## config.mk

```make
export PLATFORM = sky130hd
export DESIGN_NAME = serialToStream
export DESIGN_NICKNAME = d
export VERILOG_FILES = /design/src/hdl/serialPkg.sv /design/src/hdl/streamPkg.sv /design/src/hdl/bridgeCtrl.sv /design/src/hdl/byteFifo.sv /design/src/hdl/serialToStream.sv /design/src/hdl/spiRx.sv /design/src/hdl/wordPacker.sv
export SDC_FILE = /design/constraint.sdc
export NUM_CORES = 1
export LEC_CHECK = 0
export ABC_AREA = 0
export BUFFER_PORTS_ARGS = -buffer_cell sky130_fd_sc_hd__buf_2
export CORE_UTILIZATION = 44
export DETAILED_ROUTE_END_ITERATION = 10
export PLACE_DENSITY = 0.58
export RECOVER_POWER = 25
export SLEW_MARGIN = 20
export SYNTH_ARGS = -nofsm -noshare
export SYNTH_HDL_FRONTEND = slang
export SYNTH_SLANG_ARGS = --single-unit
```

## constraint.sdc

```tcl
create_clock -name aclk -period 4.75 [get_ports aclk]
set_clock_uncertainty 0.1 [all_clocks]
set_input_delay 0.475 -clock aclk [delete_from_list [all_inputs] [get_ports aclk]]
set_output_delay 0.475 -clock aclk [all_outputs]
set_load 0.01 [all_outputs]
```

## src/hdl/serialPkg.sv

```systemverilog
// Serial side definitions
// Byte width, receive FIFO sizing and the clear-to-send threshold

`default_nettype none

package serialPkg;

    // One SPI transfer unit
    localparam int BYTE_WIDTH = 8;

    // Receive buffer, must stay a power of two so the pointers wrap freely
    localparam int FIFO_DEPTH = 64;

    // Enough bits to count from empty up to completely full
    localparam int FILL_WIDTH = $clog2(FIFO_DEPTH + 1);

    // Host may keep sending while fewer bytes than this are buffered
    localparam int CTS_THRESHOLD = 16;

endpackage

`default_nettype wire

```

## src/hdl/streamPkg.sv

```systemverilog
// Stream side definitions
// Output word geometry and the controller state encoding

`default_nettype none

package streamPkg;

    localparam int WORD_WIDTH = 32;

    // Bytes per stream word, lane 0 is the least significant byte
    localparam int LANES = 4;
    localparam int LANE_INDEX_WIDTH = $clog2(LANES);

    // Collect bytes from the FIFO, then present the finished word
    typedef enum logic {
        ST_COLLECT,
        ST_PRESENT
    } ctrlState_e;

endpackage

`default_nettype wire

```

## src/hdl/bridgeCtrl.sv

```systemverilog
// Bridge controller
// Pops bytes into the packer lane by lane, presents the word on the
// stream and generates clear-to-send from the FIFO fill

`timescale 1ns/10ps
`default_nettype none

module bridgeCtrl
    import serialPkg::*;
    import streamPkg::*;
(
    input  logic                        aclk,
    input  logic                        resetn,
    input  logic                        i_fifoEmpty,
    input  logic [FILL_WIDTH-1:0]       i_fifoFill,
    input  logic                        i_tready,
    output logic                        o_fifoPop,
    output logic                        o_laneLoad,
    output logic [LANE_INDEX_WIDTH-1:0] o_laneIndex,
    output logic                        o_tvalid,
    output logic                        o_cts
);
    ctrlState_e                  state;
    logic [LANE_INDEX_WIDTH-1:0] laneCount;
    logic                        lastLane;

    // One byte per cycle while collecting and data is waiting
    assign o_fifoPop   = (state == ST_COLLECT) && !i_fifoEmpty;
    assign o_laneLoad  = o_fifoPop;
    assign o_laneIndex = laneCount;
    assign o_tvalid    = (state == ST_PRESENT);
    assign lastLane    = (laneCount == LANE_INDEX_WIDTH'(LANES - 1));

    always_ff @(posedge aclk)
    begin
        if (!resetn)
        begin
            state     <= ST_COLLECT;
            laneCount <= '0;
        end
        else
        begin
            case (state)
                ST_COLLECT:
                begin
                    if (o_fifoPop)
                    begin
                        laneCount <= laneCount + 1'b1;
                        if (lastLane)
                        begin
                            state <= ST_PRESENT;
                        end
                    end
                end
                ST_PRESENT:
                begin
                    // Hold word and valid until the sink takes it
                    if (i_tready)
                    begin
                        state <= ST_COLLECT;
                    end
                end
                default:
                begin
                    state <= ST_COLLECT;
                end
            endcase
        end
    end

    always_ff @(posedge aclk)
    begin
        if (!resetn)
        begin
            o_cts <= 1'b1;
        end
        else
        begin
            o_cts <= (i_fifoFill < FILL_WIDTH'(CTS_THRESHOLD));
        end
    end

endmodule

`default_nettype wire

```

## src/hdl/byteFifo.sv

```systemverilog
// Byte FIFO
// Synchronous circular buffer, head entry always on the read port,
// with an occupancy count for flow control

`timescale 1ns/10ps
`default_nettype none

module byteFifo
    import serialPkg::*;
(
    input  logic                  aclk,
    input  logic                  resetn,
    input  logic                  i_write,
    input  logic [BYTE_WIDTH-1:0] i_writeData,
    input  logic                  i_pop,
    output logic [BYTE_WIDTH-1:0] o_readData,
    output logic                  o_empty,
    output logic [FILL_WIDTH-1:0] o_fill
);
    logic [BYTE_WIDTH-1:0] mem [FIFO_DEPTH];
    logic [FILL_WIDTH-2:0] wrPtr;
    logic [FILL_WIDTH-2:0] rdPtr;
    logic [FILL_WIDTH-1:0] fill;
    logic                  full;
    logic                  doWrite;
    logic                  doPop;

    assign full    = (fill == FILL_WIDTH'(FIFO_DEPTH));
    assign o_empty = (fill == '0);

    // Writes into a full buffer are lost
    assign doWrite = i_write && !full;
    assign doPop   = i_pop && !o_empty;

    always_ff @(posedge aclk)
    begin
        if (doWrite)
        begin
            mem[wrPtr] <= i_writeData;
        end
    end

    always_ff @(posedge aclk)
    begin
        if (!resetn)
        begin
            wrPtr <= '0;
            rdPtr <= '0;
            fill  <= '0;
        end
        else
        begin
            if (doWrite)
            begin
                wrPtr <= wrPtr + 1'b1;
            end
            if (doPop)
            begin
                rdPtr <= rdPtr + 1'b1;
            end
            case ({doWrite, doPop})
                2'b10:   fill <= fill + 1'b1;
                2'b01:   fill <= fill - 1'b1;
                default: fill <= fill;
            endcase
        end
    end

    assign o_readData = mem[rdPtr];
    assign o_fill     = fill;

endmodule

`default_nettype wire

```

## src/hdl/serialToStream.sv

```systemverilog
// Serial to stream bridge
// SPI bytes are buffered, packed four to a word, LSB first, and sent
// out on a valid/ready stream with clear-to-send pacing for the host

`timescale 1ns/10ps
`default_nettype none

module serialToStream
    import serialPkg::*;
    import streamPkg::*;
(
    input  logic                  aclk,
    input  logic                  resetn,
    input  logic                  i_sck,
    input  logic                  i_mosi,
    input  logic                  i_ncs,
    output logic                  o_miso,
    output logic                  o_cts,
    output logic                  o_tvalid,
    input  logic                  i_tready,
    output logic [WORD_WIDTH-1:0] o_tdata
);
    logic                        byteValid;
    logic [BYTE_WIDTH-1:0]       rxByte;
    logic [BYTE_WIDTH-1:0]       fifoData;
    logic                        fifoEmpty;
    logic [FILL_WIDTH-1:0]       fifoFill;
    logic                        fifoPop;
    logic                        laneLoad;
    logic [LANE_INDEX_WIDTH-1:0] laneIndex;

    spiRx spiRx_i (
        .aclk        (aclk),
        .resetn      (resetn),
        .i_sck       (i_sck),
        .i_mosi      (i_mosi),
        .i_ncs       (i_ncs),
        .o_miso      (o_miso),
        .o_byteValid (byteValid),
        .o_rxByte    (rxByte)
    );

    byteFifo byteFifo_i (
        .aclk        (aclk),
        .resetn      (resetn),
        .i_write     (byteValid),
        .i_writeData (rxByte),
        .i_pop       (fifoPop),
        .o_readData  (fifoData),
        .o_empty     (fifoEmpty),
        .o_fill      (fifoFill)
    );

    wordPacker wordPacker_i (
        .aclk        (aclk),
        .i_laneLoad  (laneLoad),
        .i_laneIndex (laneIndex),
        .i_byte      (fifoData),
        .o_word      (o_tdata)
    );

    bridgeCtrl bridgeCtrl_i (
        .aclk        (aclk),
        .resetn      (resetn),
        .i_fifoEmpty (fifoEmpty),
        .i_fifoFill  (fifoFill),
        .i_tready    (i_tready),
        .o_fifoPop   (fifoPop),
        .o_laneLoad  (laneLoad),
        .o_laneIndex (laneIndex),
        .o_tvalid    (o_tvalid),
        .o_cts       (o_cts)
    );

endmodule

`default_nettype wire

```

## src/hdl/spiRx.sv

```systemverilog
// SPI mode 0 receiver
// Oversamples SCK in the aclk domain, assembles bytes MSB first and
// echoes the previously received byte back on MISO

`timescale 1ns/10ps
`default_nettype none

module spiRx
    import serialPkg::*;
(
    input  logic                  aclk,
    input  logic                  resetn,
    input  logic                  i_sck,
    input  logic                  i_mosi,
    input  logic                  i_ncs,
    output logic                  o_miso,
    output logic                  o_byteValid,
    output logic [BYTE_WIDTH-1:0] o_rxByte
);
    // Synchronizer chains, bit 1 is the usable output
    logic [1:0]                    sckSync;
    logic [1:0]                    mosiSync;
    logic [1:0]                    ncsSync;
    logic                          sckLast;
    logic                          selected;
    logic                          sckRise;
    logic                          sckFall;
    logic [$clog2(BYTE_WIDTH)-1:0] bitCount;
    logic [BYTE_WIDTH-1:0]         shiftReg;
    logic [BYTE_WIDTH-1:0]         nextByte;
    logic [BYTE_WIDTH-1:0]         lastByte;
    logic [BYTE_WIDTH-1:0]         echo;

    always_ff @(posedge aclk)
    begin
        if (!resetn)
        begin
            sckSync  <= '0;
            mosiSync <= '0;
            ncsSync  <= '1;
            sckLast  <= 1'b0;
        end
        else
        begin
            sckSync  <= {sckSync[0], i_sck};
            mosiSync <= {mosiSync[0], i_mosi};
            ncsSync  <= {ncsSync[0], i_ncs};
            sckLast  <= sckSync[1];
        end
    end

    assign selected = !ncsSync[1];
    assign sckRise  = selected && sckSync[1] && !sckLast;
    assign sckFall  = selected && !sckSync[1] && sckLast;
    assign nextByte = {shiftReg[BYTE_WIDTH-2:0], mosiSync[1]};

    always_ff @(posedge aclk)
    begin
        if (!resetn)
        begin
            bitCount    <= '0;
            o_byteValid <= 1'b0;
            lastByte    <= '0;
            echo        <= '0;
        end
        else
        begin
            o_byteValid <= 1'b0;
            if (!selected)
            begin
                // Deselect drops any partial byte and rearms the echo
                bitCount <= '0;
                echo     <= lastByte;
            end
            else if (sckRise)
            begin
                bitCount <= bitCount + 1'b1;
                if (&bitCount)
                begin
                    o_byteValid <= 1'b1;
                    lastByte    <= nextByte;
                    echo        <= nextByte;
                end
            end
            else if (sckFall && bitCount != '0)
            begin
                // No shift on the falling edge that closes a byte
                echo <= {echo[BYTE_WIDTH-2:0], 1'b0};
            end
        end
    end

    // Data path only, the bit counter qualifies it
    always_ff @(posedge aclk)
    begin
        if (sckRise)
        begin
            shiftReg <= nextByte;
        end
    end

    assign o_rxByte = shiftReg;
    assign o_miso   = echo[BYTE_WIDTH-1];

endmodule

`default_nettype wire

```

## src/hdl/wordPacker.sv

```systemverilog
// Word packer
// Drops each popped byte into its lane of the outgoing stream word

`timescale 1ns/10ps
`default_nettype none

module wordPacker
    import serialPkg::*;
    import streamPkg::*;
(
    input  logic                        aclk,
    input  logic                        i_laneLoad,
    input  logic [LANE_INDEX_WIDTH-1:0] i_laneIndex,
    input  logic [BYTE_WIDTH-1:0]       i_byte,
    output logic [WORD_WIDTH-1:0]       o_word
);
    logic [WORD_WIDTH-1:0] word;

    // Only loads change the word, so it stays put while presented
    always_ff @(posedge aclk)
    begin
        if (i_laneLoad)
        begin
            word[i_laneIndex * BYTE_WIDTH +: BYTE_WIDTH] <= i_byte;
        end
    end

    assign o_word = word;

endmodule

`default_nettype wire

```

==> results of run 1 <==
Yosys cell counts (2+ instances only):
master	n	area, sq um
nor2b_1	29	181
nand4_1	3	18.8
and2_1	26	163
o41ai_2	8	130
o21ai_0	20	100
a21o_1	5	37.5
mux4_1	7	184
nand3b_1	4	30.0
nor2_1	108	405
clkbuf_1	35	131
a22oi_2	5	62.6
nand3_1	5	25.0
a22oi_1	76	571
xor2_1	8	70.1
or2_2	3	18.8
dfxtp_1	56	1120
o21a_1	3	22.5
a31oi_1	10	62.6
or3_1	3	18.8
and3_1	2	12.5
inv_1	8	30.0
a32oi_1	2	17.5
buf_2	18	90.1
edfxtp_1	552	16600
o22ai_1	8	50.1
buf_4	6	45.0
a21oi_1	39	195
mux2i_1	211	2110
o21ai_1	8	40.0
buf_12	8	160
or3b_2	2	17.5
buf_1	8	30.0
nand2_1	33	124
mux4_2	41	923
buf_6	11	124
xnor2_1	9	78.8
nand2b_1	7	43.8
ha_1	12	150
power by group through the flow:
stage	registers, mW	clock network (mW)	logic (mW)
floorplan	6.17	0	1.60
global placement	6.21	0	2.08
detailed placement	6.21	0	2.10
CTS	6.10	4.91	2.11
global route	6.12	5.12	2.27
finish	6.10	4.82	2.09
registers in the layout, summed over array words and instances (netlist names), named ones only:
name                      count
byteFifo_i.o_fill             7
spiRx_i.echo                  8
spiRx_i.o_rxByte              8
byteFifo_i.mem              512
bridgeCtrl_i.o_cts            1
byteFifo_i.wrPtr              6
spiRx_i.o_byteValid           1
spiRx_i.mosiSync              2
bridgeCtrl_i.o_tvalid         1
wordPacker_i.o_word          32
spiRx_i.bitCount              3
bridgeCtrl_i.o_laneIndex      2
spiRx_i.lastByte              8
spiRx_i.sckLast               1
spiRx_i.sckSync               2
byteFifo_i.rdPtr              6
spiRx_i.ncsSync               2
timing repair:
action | 4_1_cts | 5_1_grt
setup buffers | 0 | 0
gates resized for setup | 0 | 0
hold buffers | 3 | 0
hold endpoints to repair | 3 | 0
cell type report:
cell class / count / area [sq um] / share of cell area
timing repair buffer: 62 / 390 / 0.0144
tap: 696 / 871 / 0.0322
clock buffer: 84 / 1760 / 0.0652
inverter: 8 / 30.0 / 0.00111
sequential: 608 / 17700 / 0.655
clock inverter: 36 / 260 / 0.00963
multi-input combinational: 709 / 6010 / 0.222
stage by stage:
stage / instance area (sq um) / utilization / setup slack [ps] / instances
after global placement: 25000 / 0.461 / 1300 / 2080
after CTS: 27000 / 0.498 / 1260 / 2203
after floorplan: 24300 / - / 1870 / 1411
after global routing: 27000 / 0.498 / 656 / 2203
final: 27000 / 0.498 / 1160 / 2203
after detailed placement: 25000 / 0.461 / 1260 / 2080
cell families (layout without fill, tap and decap cells):
| logic type | after synthesis | count (layout) | share of synthesized area |
|---|---|---|---|
| AO/OA/AOI/OAI | 190 | 190 | 0.0560 |
| XOR/XNOR | 17 | 17 | 0.00613 |
| adder cells (fa/ha/maj) | 12 | 12 | 0.00618 |
| buffers and inverters | 94 | 190 | 0.0251 |
| flip-flops | 608 | 608 | 0.728 |
| multiplexers | 259 | 259 | 0.133 |
| AND/OR/NAND/NOR | 231 | 231 | 0.0456 |
worst max-delay path by stage:
stage | startpoint | to | slack [ps] | cells after the start
after detailed placement | flop | wordPacker_i.o_word[2] | 1260 | 8
after floorplan | byteFifo_i.o_fill[4] | byteFifo_i.o_fill[6] | 1870 | 15
after global routing | spiRx_i.o_rxByte[5] | spiRx_i.echo[6] | 660 | 5
final | spiRx_i.o_rxByte[5] | byteFifo_i.mem[47][5] | 1160 | 1
after global placement | flop | wordPacker_i.o_word[6] | 1300 | 8
after CTS | flop | wordPacker_i.o_word[2] | 1260 | 8
cells in the final DEF (no fill, tap or decap), types with 23 or more instances in the layout:
master	netlist	layout
and2_1	26	23
clkbuf_16	0	68
a21oi_1	39	39
nor2_1	108	107
dfxtp_1	56	53
a22oi_1	76	76
mux4_2	41	41
nor2b_1	29	27
mux2i_1	211	211
nand2_1	33	33
edfxtp_1	552	552
buf_2	18	39
layer usage:
layer,share of wire,wire (um)
met2,0.48,25600
met5,0.00015,8
met1,0.44,23600
met3,0.051,2720
met4,0.023,1240
==> results.cfg, run 1 <==
[cells_and_area]
final_nets = 1473
layout-drive-gt1-share = 0.142
diodes = 0
area_delta_synth_final_pct = 11.2
fill_cells = 4477

[pwr]
clockPowerShare = 0.370
p_int_mw = 9.55
net-switching-power_mw = 3.45
vdd_drop_max_mv = 0.314
power_leakage_nw = 8.36
total_power_mw = 13.0
power.density_nw_per_um2 = 481
p_seq_frac = 0.469
p_sw_frac = 0.266
power_frac_comb = 0.161

[worst_setup_path]
reg2reg_depth = 1
rr_endpoint = byteFifo_i.mem[47][5]
crit_family = buffers and inverters
worstPathArrival_ps = 3390
max_stage_delay_ps = 2350
reg2reg_from = spiRx_i.o_rxByte[5]
worst-path-buf-inv = 1
path_cells = clkbuf_1
rrSetupSlack_ps = 1160
cp_max_fo = 63
slowest_stage = clkbuf_1
criticalPathCategory = flop to flop
cp_data_required_time_ps = 4550
critPathCaptureType = flop
cp-start-kind = flop

[die]
coreArea_sq_um = 54200
start_util = 0.448
rows = 85
ios = 41
die_h_um = 237
dieArea_sq_um = 56200
die_w_um = 237

[grt]
gr-usage-met1 = 0.268
grt_pass1_vias = 12223
grt_antenna_before_repair = 1
use_met3 = 0.0399
grt-busiest-layer = met2
gr-usage-all-layers = 0.192
grt_max_degree = 68
met2_usage = 0.305
grt-ovfl-total = 0
grt_first_pass_wirelength_um = 79900

[clock_tree]
clock_latency_ps = 610
root_buffer = clkbuf_16
ctsLongestPathBuffers = 3
clk_pin_slew_ps = 60
cts_max_level = 3
cts.sinks = 608
cts_tree = done
numCtsBuffers = 66

[timing]
slew_violations = 383
worst_slew_pin_slew_ps = 3310
fmax_mhz = 279
final-setup-viol-count = 0
relSlewSlack = -1.21
finalCritPeriodShare = 0.756
rsz0062_at_grt = false
worst_hold_slack_ps = 85.2
period_needed_ps = 3590
finalSetupTns_ps = 0
hold_viol = 0

[place]
dp_hpwl_um = 32300
gp_congestion = 0.817
port_buffers = 40

[outcome]
status = complete, but fails checks
violations = max-capacitance violations, max-slew violations

[routing]
routed-via-count = 12234
firstDrtPassIters = 5
wire_per_inst_um = 24.2
vias_per_cell = 5.55
routed_wirelength_um = 53200
initialDrtViolationCount = 964
ant_nets = 0
drc = 0

[synthesis]
synth_edf_count = 552
syn_inst = 1411
synth.distinct_cells = 50
ys.flop_type = edfxtp_1
syn_area_sq_um = 24300
synth_seq_area_share = 0.728
synth_fp_nets = 1429
yosys_warnings = 0
avgSynthCellArea_sq_um = 17.2
async_flop_share = 0
synth_seq_cells = 608

[min_path]
holdPathStages = 3
hold_class = input pin to flop
min_from = i_tready
min_to = bridgeCtrl_i.o_tvalid

[job]
max_cap_violations = 6
Power figures use the tool's default switching activity.
==> run 2: changes to the inputs <==
--- a/config.mk
+++ b/config.mk
@@ -5,11 +5,11 @@
 export SDC_FILE = /design/constraint.sdc
 export NUM_CORES = 1
 export LEC_CHECK = 0
-export ABC_AREA = 0
+export ABC_AREA = 1
 export BUFFER_PORTS_ARGS = -buffer_cell sky130_fd_sc_hd__buf_2
 export CORE_UTILIZATION = 44
 export DETAILED_ROUTE_END_ITERATION = 10
-export PLACE_DENSITY = 0.58
+export PLACE_DENSITY = 0.6
 export RECOVER_POWER = 25
 export SLEW_MARGIN = 20
 export SYNTH_ARGS = -nofsm -noshare
==> constraint.sdc (replaced) <==
create_clock -name aclk -period 3.25 [get_ports aclk]
set_clock_uncertainty 0.1 [all_clocks]
set_input_delay 0.325 -clock aclk [delete_from_list [all_inputs] [get_ports aclk]]
set_output_delay 0.325 -clock aclk [all_outputs]
set_load 0.01 [all_outputs]
==> results.cfg, run 2 <==
[outcome]
status = complete, but fails checks
violations = max-capacitance violations, max-slew violations

[cells_and_area]
diodes = 0
final_cell_mix = nand2_1, edfxtp_1, nand3_1
layout-drive-gt1-share = 0.0992
final_nets = 2306
fill_cells = 4940
regMostFlops = byteFifo_i.mem
layout_commonest_cell = nand2_1
regArea_sq_um = 17700
largest_reg_flops = 512
multiInputGateArea_sq_um = 6280
final_area_sq_um = 28400
area_delta_synth_final_pct = 13.8

[clock_tree]
cts_resized = 0
cts_max_level = 3
clk_pin_slew_ps = 60
cts.sinks = 608
numCtsBuffers = 66
clock_latency_ps = 600
postCtsSetupBuffers = 0
root_buffer = clkbuf_16
cts_tree = done
ctsLongestPathBuffers = 3

[routing]
initialDrtViolationCount = 1635
ant_nets = 0
wire_per_inst_um = 20.2
firstDrtPassIters = 6
drc = 0
vias_per_cell = 5.36
routed_wirelength_um = 62400
routed-via-count = 16551

[die]
rows = 86
start_util = 0.449
die_w_um = 240
die_h_um = 240
coreArea_sq_um = 55500
ios = 41
dieArea_sq_um = 57700

[pwr]
power.density_nw_per_um2 = 775
vdd_drop_max_mv = 0.654
power_leakage_nw = 10.4

[min_path]
hold_class = flop to flop
min_from = spiRx_i.ncsSync[0]
holdPathStages = 1
min_to = spiRx_i.ncsSync[1]

[synthesis]
yosysMostFrequentCell = nand2_1
syn_area_sq_um = 24900
synth_edf_count = 552
ys.flop_type = edfxtp_1
yosys.area.top_type = edfxtp_1
netlist_top_cells_area = edfxtp_1, nand2_1, nand3_1
synth_fp_nets = 2225
yosys_warnings = 0
synth.distinct_cells = 35
async_flop_share = 0
synth_common_cells = nand2_1, edfxtp_1, nand3_1, nor2_1, dfxtp_1
synth_top_cell_area_share = 0.664
synth_seq_area_share = 0.709
syn_inst = 2207
synth_seq_cells = 608
avgSynthCellArea_sq_um = 11.3

[timing]
worst_slew_pin_slew_ps = 2040
relSlewSlack = -0.359
finalCritPeriodShare = 0.874
hold_viol = 0
finalSetupTns_ps = 0
rsz0062_at_grt = false
period_needed_ps = 2840
final-setup-viol-count = 0
fmax_mhz = 352
slew_violations = 206
worst_slack_ps = 409

[place]
dp_hpwl_um = 37100
placed_cell_area_sq_um = 26200
gp_congestion = 0.856
pre_cts_ws_ps = 412
port_buffers = 40

[worst_setup_path]
reg2reg_depth = 15
rr_endpoint = byteFifo_i.o_fill[6]
reg2reg_from = byteFifo_i.o_fill[0]
cp_data_required_time_ps = 3670
cp_max_fo = 9
cp-start-kind = flop
rrSetupSlack_ps = 410
critPathCaptureType = flop
worstPathArrival_ps = 3260
criticalPathCategory = flop to flop

[job]
max_cap_violations = 4

[grt]
grt_antenna_before_repair = 0
gr-usage-all-layers = 0.220
grt_pass1_vias = 16000
grt_max_degree = 129
grt-ovfl-total = 0
grt_first_pass_wirelength_um = 94700
[run 2: cell families (layout without fill, tap and decap cells)]
kind of cell	Yosys count	in the layout	synth area share
AO/OA/AOI/OAI	88	88	0.0183
XOR/XNOR	11	11	0.00386
flip-flops	608	608	0.709
buffers and inverters	176	308	0.0388
adder cells (fa/ha/maj)	12	12	0.00602
AND/OR/NAND/NOR	1312	1312	0.224
[run 2: what timing repair did]
item / in CTS / in global routing
hold buffers: 4 / 0
endpoints found under the hold margin: 4 / 0
endpoints found under the setup margin: 0 / 0
[run 2: metal layers]
metal / GRT usage / wire length, um / vias to the layer above
li1: - / - / 7844
met1: 0.301 / 27400 / 8064
met2: 0.354 / 29600 / 525
met3: 0.0418 / 3820 / 118
met4: 0.0695 / 1530 / 0
met5: 0 / 0 / -
[run 2: critical path, stage by stage (launching register included)]
cell and delay [ps]:
dfxtp_1 350, nor2_1 110, nand3_1 110, nor4_1 280, nor2_2 150, inv_2 180, ha_1 410, xor2_1 220
ha_1 170, inv_1 40, nand2_1 120, nand3_1 100, nand3_1 100, xor2_1 150, nand2_1 60, a21oi_1 110
[run 2: through the flow]
| stage | power (mW) | cells | hold slack [ps] | utilization |
|---|---|---|---|---|
| 2_1_floorplan | 13.0 | 2207 | 290 | - |
| 3_3_place_gp | 14.4 | 2964 | 295 | 0.471 |
| 3_5_place_dp | 14.5 | 2964 | 299 | 0.471 |
| 4_1_cts | 22.1 | 3087 | 108 | 0.512 |
| 5_1_grt | 23.0 | 3087 | 337 | 0.511 |
| 6_report | 22.0 | 3087 | 310 | 0.511 |
[run 2: worst max path at each step]
| stage | startpoint | to | slack, ps | depth (start not counted) |
|---|---|---|---|---|
| final | byteFifo_i.o_fill[0] | byteFifo_i.o_fill[6] | 410 | 15 |
| after global routing | byteFifo_i.o_fill[0] | byteFifo_i.o_fill[6] | 150 | 15 |
| after CTS | byteFifo_i.o_fill[0] | byteFifo_i.o_fill[6] | 420 | 15 |
| after detailed placement | byteFifo_i.o_fill[0] | byteFifo_i.o_fill[6] | 410 | 15 |
| after global placement | byteFifo_i.o_fill[0] | byteFifo_i.o_fill[6] | 430 | 15 |
| after floorplan | byteFifo_i.o_fill[0] | byteFifo_i.o_fill[6] | 860 | 16 |
[run 2: area by class of cell]
cell class / count / area share
inverters: 54 / 0.00741
flip-flops and latches: 608 / 0.624
well taps: 748 / 0.0330
multi-input cells: 1423 / 0.221
clock buffers: 85 / 0.0659
repair buffers: 135 / 0.0358
clock inverters: 34 / 0.0130
[run 2: power by group]
group | leakage [nW] | total (mW) | internal (mW) | switching (mW)
clock | 1.10 | 7.70 | 4.69 | 3.01
combinational | 3.78 | 5.41 | 1.62 | 3.78
sequential | 5.47 | 8.89 | 8.73 | 0.159
==> run 3: changes to the inputs <==
--- a/config.mk
+++ b/config.mk
@@ -7,9 +7,9 @@
 export LEC_CHECK = 0
 export ABC_AREA = 1
 export BUFFER_PORTS_ARGS = -buffer_cell sky130_fd_sc_hd__buf_2
-export CORE_UTILIZATION = 44
+export CORE_UTILIZATION = 30
 export DETAILED_ROUTE_END_ITERATION = 10
-export PLACE_DENSITY = 0.6
+export PLACE_DENSITY = 0.45
 export RECOVER_POWER = 25
 export SLEW_MARGIN = 20
 export SYNTH_ARGS = -nofsm -noshare
==> results.cfg, run 3 (synthesis gave the netlist of run 2 again) <==
[outcome]
status = complete, but fails checks
violations = max-capacitance violations, max-slew violations

[timing]
worst_hold_slack_ps = 124
period_needed_ps = 2940
slew_violations = 330
finalCritPeriodShare = 0.905
hold_viol = 0
worst_slack_ps = 309
final-setup-viol-count = 0
fmax_mhz = 340
finalSetupTns_ps = 0
rsz0062_at_grt = false
relSlewSlack = -0.297
worst_slew_pin_slew_ps = 1940

[clock_tree]
cts_resized = 0
root_buffer = clkbuf_16
cts_max_level = 3
ctsLongestPathBuffers = 3
numCtsBuffers = 70
cts.sinks = 608
clock_latency_ps = 610
cts_tree = done
clk_pin_slew_ps = 60

[cells_and_area]
final_nets = 2314
regMostFlops = byteFifo_i.mem
finalCoreUtilization = 0.350
layout_commonest_cell = nand2_1
final_cell_mix = nand2_1, edfxtp_1, nand3_1
final_area_sq_um = 28800
layout-drive-gt1-share = 0.106
largest_reg_flops = 512
area_delta_synth_final_pct = 15.3
layoutNonFillerInstCount = 3422

[worst_setup_path]
rr_endpoint = byteFifo_i.mem[21][1]
worst-path-stages = 8
path_cells = nor2_1 -> nand3_1 -> nor4_1 -> nor2_2 -> inv_2 -> nor2_2 -> nand3_2 -> nor2_1
critPathCaptureType = flop
reg2reg_from = byteFifo_i.o_fill[0]
rrSetupSlack_ps = 310
cp-start-kind = flop
max_stage_delay_ps = 680
reg2reg_depth = 8
cp_data_required_time_ps = 3390
slowest_stage = nor2_1
worstPathArrival_ps = 3080
cp_max_fo = 9
criticalPathCategory = flop to flop
worst-path-buf-inv = 1
crit_family = simple AND/OR/NAND/NOR gates

[place]
pre_cts_ws_ps = 349
dp_hpwl_um = 40100
port_buffers = 40
placed_cell_area_sq_um = 26600
dp_cells = 3290
gp_congestion = 0.806

[die]
die_w_um = 290
rows = 105
die_h_um = 290
coreArea_sq_um = 82200
dieArea_sq_um = 84300
start_util = 0.303
ios = 41

[routing]
drc = 0
ant_nets = 0
routed_wirelength_um = 68500
wire_per_inst_um = 20.0
firstDrtPassIters = 5
vias_per_cell = 4.81
routed-via-count = 16444
initialDrtViolationCount = 1179

[pwr]
power_leakage_nw = 10.4
total_power_mw = 21.9
power.density_nw_per_um2 = 762
vdd_drop_max_mv = 0.453

[grt]
grt_first_pass_wirelength_um = 104000
gr-usage-all-layers = 0.162
grt_antenna_before_repair = 1
grt_max_degree = 97
grt-ovfl-total = 0
grt_pass1_vias = 16458

[min_path]
hold_class = input pin to flop
holdPathStages = 3
min_to = bridgeCtrl_i.o_cts
min_from = resetn

[job]
max_cap_violations = 5
## run 3: repair_timing
item                                   4_1_cts  5_1_grt
endpoints found under the hold margin        4        0
setup buffers                                0        0
hold buffers                                 4        0
## run 3: worst max path at each step
stage | startpoint | endpoint | slack, ps
2_1_floorplan | byteFifo_i.o_fill[0] | byteFifo_i.o_fill[6] | 860
4_1_cts | byteFifo_i.o_fill[0] | byteFifo_i.mem[29][4] | 340
3_5_place_dp | byteFifo_i.o_fill[0] | byteFifo_i.mem[21][1] | 350
3_3_place_gp | byteFifo_i.o_fill[0] | byteFifo_i.o_fill[6] | 370
6_report | byteFifo_i.o_fill[0] | byteFifo_i.mem[21][1] | 310
5_1_grt | byteFifo_i.o_fill[0] | byteFifo_i.o_fill[6] | 100
## run 3: where the power goes
part / switching, mW / internal [mW] / total (mW)
Combinational: 3.85 / 1.69 / 5.54
Clock: 3.12 / 4.37 / 7.50
Sequential: 0.145 / 8.73 / 8.88
## run 3: final cells by class
cell class	count	area (sq um)
sequential	608	17700
timing repair buffer	139	1050
multi-input combinational	1423	6280
clock buffer	97	2000
fill	8160	53500
antenna	1	2.50
inverter	54	210
tap	1070	1340
clock inverter	30	181
## run 3: per-layer routing
layer | track usage | up-vias | share of wire
li1 | - | 7865 | -
met1 | 0.221 | 8090 | 0.45
met2 | 0.268 | 380 | 0.48
met3 | 0.0213 | 109 | 0.048
met4 | 0.0494 | 0 | 0.024
met5 | 0 | - | 0
## run 3: worst min-delay path, delay by kind of cell
| family | cells | cell delay (ps) |
|---|---|---|
| buffers and inverters | 2 | 350 |
| and+or+nand+nor | 1 | 110 |
